`src/common/switch_pkg.sv`:
```
`default_nettype none

package switch_pkg;

  // word address width of the fabric.
  parameter int addr_width_p = 14;

  parameter int data_width_p   = 32;
  parameter int src_id_width_p = 4;

  typedef logic [addr_width_p-1:0]   addr_t;
  typedef logic [data_width_p-1:0]   data_t;
  typedef logic [src_id_width_p-1:0] src_id_t;
  typedef logic [1:0]                part_sel_t;

  // byte address, word address with the part select below it.
  typedef logic [addr_width_p+1:0] epa_t;

  typedef struct packed {
    addr_t     addr;
    part_sel_t part_sel;
    data_t     data;
    src_id_t   src_id;
  } req_pkt_s;

  typedef struct packed {
    data_t   data;
    src_id_t src_id;
  } ret_pkt_s;

  typedef enum logic [1:0] {
    e_ready = 2'd0,
    e_send0 = 2'd1,
    e_send1 = 2'd2
  } steer_state_e;

endpackage

`default_nettype wire

```
`src/hw/addr_split_decode.sv`:
```
`timescale 1ns/1ns
`default_nettype none

module addr_split_decode #(
  parameter int unsigned split_addr_p = 'h2000
) (
  input  switch_pkg::req_pkt_s req_i,
  output logic                 sel_o
);
  import switch_pkg::*;

  localparam epa_t split_epa_lp = epa_t'(split_addr_p);

  epa_t epa;

  assign epa   = {req_i.addr, req_i.part_sel}; // word address scaled to bytes.
  assign sel_o = (epa >= split_epa_lp);        // upper region goes to endpoint 1.

endmodule

`default_nettype wire

```
`src/hw/return_merge.sv`:
```
`timescale 1ns/1ns
`default_nettype none

module return_merge (
  input  logic                       clk_i,
  input  logic                       reset_i,
  input  switch_pkg::ret_pkt_s [1:0] ep_ret_i,
  input  logic [1:0]                 ep_ret_v_i,
  output logic [1:0]                 ep_ret_ready_o,
  output switch_pkg::ret_pkt_s       ret_o,
  output logic                       ret_v_o,
  input  logic                       ret_ready_i,
  output logic                       ret_done_o
);

  logic last_r;
  logic hold_r;
  logic hold_sel_r;
  logic rr_sel;
  logic grant;

  // on a tie the input not served last wins.
  assign rr_sel = (&ep_ret_v_i) ? ~last_r : ep_ret_v_i[1];

  // a stalled grant stays put so the output packet holds.
  assign grant = hold_r ? hold_sel_r : rr_sel;

  assign ret_v_o    = ep_ret_v_i[grant];
  assign ret_o      = ep_ret_i[grant];
  assign ret_done_o = ret_v_o & ret_ready_i;

  assign ep_ret_ready_o[0] = ret_done_o & ~grant;
  assign ep_ret_ready_o[1] = ret_done_o &  grant;

  always_ff @(posedge clk_i) begin
    if (reset_i) begin
      last_r     <= 1'b1; // input 0 first.
      hold_r     <= 1'b0;
      hold_sel_r <= 1'b0;
    end else begin
      if (ret_done_o) begin
        last_r <= grant;
      end
      hold_r     <= ret_v_o & ~ret_ready_i;
      hold_sel_r <= grant;
    end
  end

  assert property (@(posedge clk_i) disable iff (reset_i) ret_done_o |-> ret_v_o)
    else $error("return_merge: transfer without valid.");

  // relies on the endpoints holding their packets while stalled.
  assert property (@(posedge clk_i) disable iff (reset_i)
                   ret_v_o && !ret_ready_i |=> ret_v_o && $stable(ret_o))
    else $error("return_merge: return packet changed under back-pressure.");

endmodule

`default_nettype wire

```
`src/hw/send_steer.sv`:
```
`timescale 1ns/1ns
`default_nettype none

module send_steer #(
  parameter int unsigned max_outstanding_p = 127
) (
  input  logic       clk_i,
  input  logic       reset_i,
  input  logic       req_v_i,
  input  logic       sel_i,
  output logic       req_ready_o,
  output logic [1:0] ep_v_o,
  input  logic [1:0] ep_ready_i,
  input  logic       ret_done_i
);
  import switch_pkg::*;

  localparam int cnt_width_lp = $clog2(max_outstanding_p + 1);
  localparam logic [cnt_width_lp-1:0] cnt_max_lp = cnt_width_lp'(max_outstanding_p);

  steer_state_e state_r;
  steer_state_e state_n;

  logic [cnt_width_lp-1:0] cnt_r;

  logic is_send0;
  logic is_send1;
  logic req0_v;
  logic req1_v;
  logic credit_ok;
  logic cnt_up;
  logic cnt_zero;

  assign is_send0 = (state_r == e_send0);
  assign is_send1 = (state_r == e_send1);

  assign req0_v = req_v_i & ~sel_i;
  assign req1_v = req_v_i & sel_i;

  // no new request while the counter is full.
  assign credit_ok = (cnt_r != cnt_max_lp);
  assign cnt_zero  = (cnt_r == '0);

  assign ep_v_o[0] = req0_v & is_send0 & credit_ok;
  assign ep_v_o[1] = req1_v & is_send1 & credit_ok;

  assign req_ready_o = credit_ok & ((is_send0 & ~sel_i & ep_ready_i[0])
                                  | (is_send1 &  sel_i & ep_ready_i[1]));

  assign cnt_up = req_v_i & req_ready_o;

  always_comb begin
    state_n = state_r;
    case (state_r)
      e_ready: begin
        if (req_v_i) begin
          state_n = sel_i ? e_send1 : e_send0;
        end
      end
      e_send0: begin
        if (cnt_zero && !req0_v) begin // drained so free to switch.
          state_n = e_ready;
        end
      end
      e_send1: begin
        if (cnt_zero && !req1_v) begin
          state_n = e_ready;
        end
      end
      default: state_n = e_ready;
    endcase
  end

  always_ff @(posedge clk_i) begin
    if (reset_i) begin
      state_r <= e_ready;
    end else begin
      state_r <= state_n;
    end
  end

  // outstanding requests go up on a forward and down on a return.
  always_ff @(posedge clk_i) begin
    if (reset_i) begin
      cnt_r <= '0;
    end else if (cnt_up && !ret_done_i) begin
      cnt_r <= cnt_r + 1'b1;
    end else if (!cnt_up && ret_done_i) begin
      cnt_r <= cnt_r - 1'b1;
    end
  end

  // a full counter can only leave the limit through a return.
  assert property (@(posedge clk_i) disable iff (reset_i)
                   cnt_r == cnt_max_lp && !ret_done_i |=> cnt_r == cnt_max_lp)
    else $error("send_steer: outstanding count wrapped past the limit.");

  // a return from the merge always matches a request already counted.
  assert property (@(posedge clk_i) disable iff (reset_i) ret_done_i |-> !cnt_zero)
    else $error("send_steer: return with no outstanding request.");

  assert property (@(posedge clk_i) disable iff (reset_i) $onehot0(ep_v_o))
    else $error("send_steer: both endpoint valids high.");

endmodule

`default_nettype wire

```
`src/hw/switch_1x2.sv`:
```
`timescale 1ns/1ns
`default_nettype none

module switch_1x2 #(
  parameter int unsigned split_addr_p      = 'h2000,
  parameter int unsigned max_outstanding_p = 127
) (
  input  logic                       clk_i,
  input  logic                       reset_i,

  input  switch_pkg::req_pkt_s       multi_req_i,
  input  logic                       multi_req_v_i,
  output logic                       multi_req_ready_o,

  output switch_pkg::req_pkt_s [1:0] ep_req_o,
  output logic [1:0]                 ep_req_v_o,
  input  logic [1:0]                 ep_req_ready_i,

  input  switch_pkg::ret_pkt_s [1:0] ep_ret_i,
  input  logic [1:0]                 ep_ret_v_i,
  output logic [1:0]                 ep_ret_ready_o,

  output switch_pkg::ret_pkt_s       multi_ret_o,
  output logic                       multi_ret_v_o,
  input  logic                       multi_ret_ready_i
);

  logic sel;
  logic ret_done;

  // same packet to both, only the valids differ.
  assign ep_req_o[0] = multi_req_i;
  assign ep_req_o[1] = multi_req_i;

  addr_split_decode #(
    .split_addr_p(split_addr_p)
  ) u_decode (
    .req_i(multi_req_i),
    .sel_o(sel)
  );

  send_steer #(
    .max_outstanding_p(max_outstanding_p)
  ) u_steer (
    .clk_i      (clk_i),
    .reset_i    (reset_i),
    .req_v_i    (multi_req_v_i),
    .sel_i      (sel),
    .req_ready_o(multi_req_ready_o),
    .ep_v_o     (ep_req_v_o),
    .ep_ready_i (ep_req_ready_i),
    .ret_done_i (ret_done)
  );

  return_merge u_merge (
    .clk_i         (clk_i),
    .reset_i       (reset_i),
    .ep_ret_i      (ep_ret_i),
    .ep_ret_v_i    (ep_ret_v_i),
    .ep_ret_ready_o(ep_ret_ready_o),
    .ret_o         (multi_ret_o),
    .ret_v_o       (multi_ret_v_o),
    .ret_ready_i   (multi_ret_ready_i),
    .ret_done_o    (ret_done)
  );

endmodule

`default_nettype wire

```
`config.mk`:
```
export PLATFORM = sky130hd
export DESIGN_NAME = switch_1x2
export DESIGN_NICKNAME = d
export VERILOG_FILES = /design/src/common/switch_pkg.sv /design/src/hw/addr_split_decode.sv /design/src/hw/return_merge.sv /design/src/hw/send_steer.sv /design/src/hw/switch_1x2.sv
export SDC_FILE = /design/constraint.sdc
export NUM_CORES = 1
export LEC_CHECK = 0
export BUFFER_PORTS_ARGS = -buffer_cell sky130_fd_sc_hd__buf_2
export CORE_AREA = 2 2 108 110
export CTS_CLUSTER_DIAMETER = 80
export DETAILED_ROUTE_END_ITERATION = 8
export DIE_AREA = 0 0 110 112
export HOLD_SLACK_MARGIN = 0.03
export PLACE_DENSITY = 0.63
export SETUP_SLACK_MARGIN = 0.5
export SYNTH_ARGS = -nofsm -noshare
export SYNTH_HDL_FRONTEND = slang
export SYNTH_SLANG_ARGS = --single-unit
```
`constraint.sdc`:
```
create_clock -name clk_i -period 6.1 [get_ports clk_i]
set_input_delay 0.915 -clock clk_i [delete_from_list [all_inputs] [get_ports clk_i]]
set_output_delay 0.915 -clock clk_i [all_outputs]
set_load 0.01 [all_outputs]
```
; After elaboration in Yosys (flattened, before gate mapping)
; Cells that the tools add are included.
[word_totals]
inputBits = 132
wordCells = 62
register_bits = 12
output_inout_bits = 146
[op_classes]
magnitude_cmp = 2
n_mux = 13
bitwise_logic = 21
addsub = 2
reduce_logical = 13
eq_ne = 6
[ops]
columns = cell, count
row1 = 36-bit 2-to-1 mux, 2
row2 = 1-bit AND, 16
row3 = "16-bit by 14-bit >= comparator with 1-bit output, second input constant", 1
row4 = 7-bit 2-to-1 mux, 2
row5 = 2-bit 2-to-1 mux, 4
row6 = "7-bit by 1-bit adder with 7-bit output, second input constant", 1
row7 = 7-bit logical NOT, 1
row8 = "7-bit inequality test, second input constant", 1
row9 = "7-bit by 1-bit subtractor with 7-bit output, second input constant", 1
row10 = "2-bit inequality test, second input constant", 3
row11 = 2-bit one-hot mux with 3 select lines, 1
row12 = 1-bit logical AND, 4
row13 = 1-bit logical NOT, 4
row14 = 1-bit 2-to-1 mux, 4
row15 = 1-bit NOT, 4
row16 = 3-bit AND reduction, 1
row17 = "2-bit by 1-bit equality test with 1-bit output, second input constant", 1
row18 = "2-bit equality test, second input constant", 1
row19 = 2-bit logical NOT, 1
row20 = "1-bit by 2-bit less-than comparator with 1-bit output, second input constant", 1
row21 = 2-bit AND reduction, 1
row22 = 2-bit nonzero test, 1
row23 = 1-bit OR, 1

; Logic depth before layout (Yosys ltp)
[logic_depth]
depth_word = 11
ltp_mapped = 11
mapped_depth_nobuf = 11

; Hierarchy
; From an unflattened synthesis, not the netlist that was laid out.
[unflattened]
hier_cells = 246
hier_area_um2 = 2092.0
[modules_own_cells]
columns = module, seq_area_each_um2, cells_each, area_each_um2, n_inst
row1 = switch_1x2, 0.0, 104, 780.7, 1
row2 = send_steer, 180.2, 82, 669.4, 1
row3 = return_merge, 60.1, 59, 635.6, 1
row4 = addr_split_decode, 0.0, 1, 6.3, 1

; Worst setup path before layout
; OpenSTA, ideal clock, no wires.
[synth_path]
kind = input to register
from = input multi_req_i[50] (netlist name)
to = register u_steer.cnt_r[6]
required_ps = 5977
setup_ps = 123
stages = 11
setup_slack_ps = 2758
path_buffers = 0
arrival_time_ps = 3219
cell_sequence = or3_1 > and4b_1 > a31oi_1 > nor2_1 > ha_1 > inv_1 > ha_1 > o21ai_1 > or3_1 > o211ai_2 > mux2_1
[synth_via]
elab_chain_cells = 10
elab_cells_between_ends = 14
classes_between = 1 x order compare / 1 x mux / 8 x bitwise / 4 x reduce/logical
[synth_rtl]
columns = element, line
row1 = from (decl), switch_1x2.sv:11  ; input switch_pkg::req_pkt_s multi_req_i,
row2 = 16-bit by 14-bit >= comparator with 1-bit output *, addr_split_decode.sv:17  ; assign sel_o = (epa >= split_epa_lp);
row3 = 1-bit NOT, send_steer.sv:47  ; assign req_ready_o = credit_ok & ((is_send0 & ~sel_i & ep_ready_i[0])
row4 = 1-bit AND (2 in series), send_steer.sv:47
row5 = 1-bit OR *, send_steer.sv:48  ; | (is_send1 & sel_i & ep_ready_i[1]));
row6 = 1-bit AND *, send_steer.sv:47
row7 = 1-bit AND *, send_steer.sv:50  ; assign cnt_up = req_v_i & req_ready_o;
row8 = 1-bit logical NOT, send_steer.sv:88  ; end else if (!cnt_up && ret_done_i) begin
row9 = 1-bit logical AND, send_steer.sv:88
row10 = 2-bit nonzero test (no line), --
row11 = to (signal assigned), send_steer.sv:87  ; cnt_r <= cnt_r + 1'b1;
row12 = to (signal assigned), send_steer.sv:89  ; cnt_r <= cnt_r - 1'b1;
row13 = to (decl), send_steer.sv:24  ; logic [cnt_width_lp-1:0] cnt_r;
; Mark *: on every way between the ends. The rest lies on a longest branch, timed or not.
; A chain may end at the register's enable or synchronous reset.

; Final worst setup path
; Ends and elaborated chain as after synthesis.

==> flow_summary.yaml <==
timing:
  worstMarginPinSlew_ps: 495
  setup_ws_ps: 2630
  fmaxAchievable_ghz: 0.288
  finalSetupViolCount: 0
  rsz0062_at_grt: "no"
  period_share: 0.570
  timing.final.hold_violations: 0
  period_minus_slack_ps: 3470
  fin_skew_ps: 1.61
  slew_violations: 0
  relSlewSlack: 0.670
  setup_tns_ps: 0
floorplan:
  die_x_um: 110
  start_util: 0.183
  rows: 39
  coreArea_um2: 11200
  die_area_um2: 12300
  io-pin-count: 278
  fp.dieH_um: 112
drt:
  firstDrtPassIters: 4
  post_drt_wl_per_cell_um: 14.8
  num_vias: 1641
  drc: 0
  ant_nets: 0
  via_per_inst: 4.01
  drt_iter0_drc: 56
  drt-total-wl_um: 6070
cts:
  cts_tree: "done"
  cts-root-buf: "clkbuf_16"
  clockBufferDepth: 2
  cts_post_setup_buffers_inserted: 0
  path_clk_slew_ps: 40
  clk_latency_ps: 240
  cts_hold_buf: 0
  htree_levels: 1
  clkSinkCount: 12
  cts_resized: 0
  cts_buffers: 3
placed_design:
  place_area_um2: 2060
  gp_congestion: 0.775
  pre_cts_slack_ps: 2430
  dp_hpwl_um: 5180
  numPortBuffers: 130
yosys:
  netlist_area_um2: 2050
  synth_warnings: 0
  synth-edff-count: 0
  synth_seq_cells: 12
  ys_types: 42
  ys.flop_type: "dfxtp_1"
  synthArstFlopShare: 0
  avgSynthCellArea_um2: 8.49
  yosysSeqAreaShare: 0.117
  synthCells: 241
  synth_nets: 380
global_route:
  grt-ovfl-total: 0
  grt_pass1_wl_um: 8110
  grt_pass1_vias: 1620
  gr-usage-all-layers: 0.0876
  antenna_found_initial: 0
  grt_start_max_net_pins: 37
layout:
  final_common_cell: "buf_2"
  area_growth_pct: 5.08
  layout_common_cells: "130 x buf_2, 36 x mux2_2, 12 x nor2_1, 12 x dfxtp_1"
  final_area_um2: 2150
  nFillCells: 1244
  num_antenna_cells: 0
  drive_gt1_frac: 0.654
  fin_nets: 406
hold_path:
  hold_path_class: "flop to flop"
outcome:
  status: "finished clean"
worst_setup_path:
  crit_type: "input pin to flop"
  critPathMaxFanout: 6
  required_ps: 6220
  start_kind: "input pin"
  worstSetupEndpointType: "flop"
  worstPathArrival_ps: 3600
flow_run:
  max-cap-violations: 0
pwr:
  power.share.clock: 0.284
  internal_power_mw: 0.304
  pwr-share-comb: 0.480
  power_frac_seq: 0.236
  powerDensity_nw_per_um2: 218
  p_sw_mw: 0.163
  p_sw_frac: 0.349
  p_leak_nw: 1.03
  vdd_drop_max_v: 0.0000950
cell families (layout without fill, tap and decap cells):
logic type | after synthesis | in the layout | share of synthesized area
xor+xnor | 3 | 3 | 0.0128
compound gates | 26 | 26 | 0.0923
flops | 12 | 12 | 0.117
simple gates | 43 | 43 | 0.114
buf+inv | 111 | 136 | 0.404
mux | 39 | 39 | 0.213
fa+ha+maj | 7 | 7 | 0.0465
synthesized netlist by cell type, types with 3 or more instances:
master     n  area share
a21o_1     3       0.011
buf_4    104        0.38
dfxtp_1   12        0.12
a21oi_1    5       0.012
o21ai_0    3      0.0073
buf_2      3      0.0073
nor2_1    12       0.022
mux2_2    36        0.20
nand2_1    6       0.011
nor3_1     5       0.012
nor4_1     3      0.0092
ha_1       6       0.037
nor2b_1    5       0.015
per-stage QoR:
stage          hold WS (ps)  power [mW]   util  std cells
6_report                494       0.468  0.192        409
5_1_grt                 537       0.503  0.192        409
4_1_cts                 496       0.474  0.192        409
3_5_place_dp            490       0.334  0.184        405
3_3_place_gp            479       0.329  0.184        405
2_1_floorplan           457       0.323      -        241
layout make-up:
cell class	count	area (um2)	area share
tap	143	179	0.0832
sequential	12	240	0.112
multi-input combinational	118	980	0.456
timing repair buffer	131	658	0.306
clock buffer	4	88.8	0.0413
inverter	1	3.75	0.00175
state kept, by name (all words and copies together), names as in the netlist:
signal	flops
u_steer.cnt_r	7
u_steer.state_r	2
u_merge.hold_r	1
u_merge.hold_sel_r	1
u_merge.last_r	1
worst max-delay path, stage by stage:
cell      delay, ps
buf_2           120
or3_1           380
and4b_1         220
a31oi_1         180
nor2_1           80
ha_1            250
inv_1           210
ha_1            350
a211oi_2        290
o21ai_0         170
o211ai_2        100
mux2_1          330
power groups by stage:
stage | registers (mW) | logic, mW | clock network [mW]
5_1_grt | 0.112 | 0.247 | 0.144
6_report | 0.111 | 0.225 | 0.133
4_1_cts | 0.110 | 0.226 | 0.138
3_3_place_gp | 0.111 | 0.218 | 0
3_5_place_dp | 0.111 | 0.223 | 0
2_1_floorplan | 0.107 | 0.217 | 0
path summary, 6_finish.rpt:
| check | from | depth (start not counted) | slack, ps | to |
|---|---|---|---|---|
| worst max-delay path | multi_req_i[50] | 12 | 2630 | u_steer.cnt_r[6] |
| worst min-delay path | u_steer.state_r[1] | 1 | 490 | u_steer.state_r[0] |
| worst max register to register | u_merge.hold_r | 9 | 3280 | u_steer.cnt_r[6] |
| worst min register to register | u_steer.state_r[1] | 1 | 490 | u_steer.state_r[0] |
layer usage:
layer  global-route usage  share of wire
met3               0.0252           0.11
met5                    0              0
met2                0.170           0.53
met4               0.0363          0.027
met1               0.0828           0.34
Note: power is estimated with default switching activity, not from simulation.
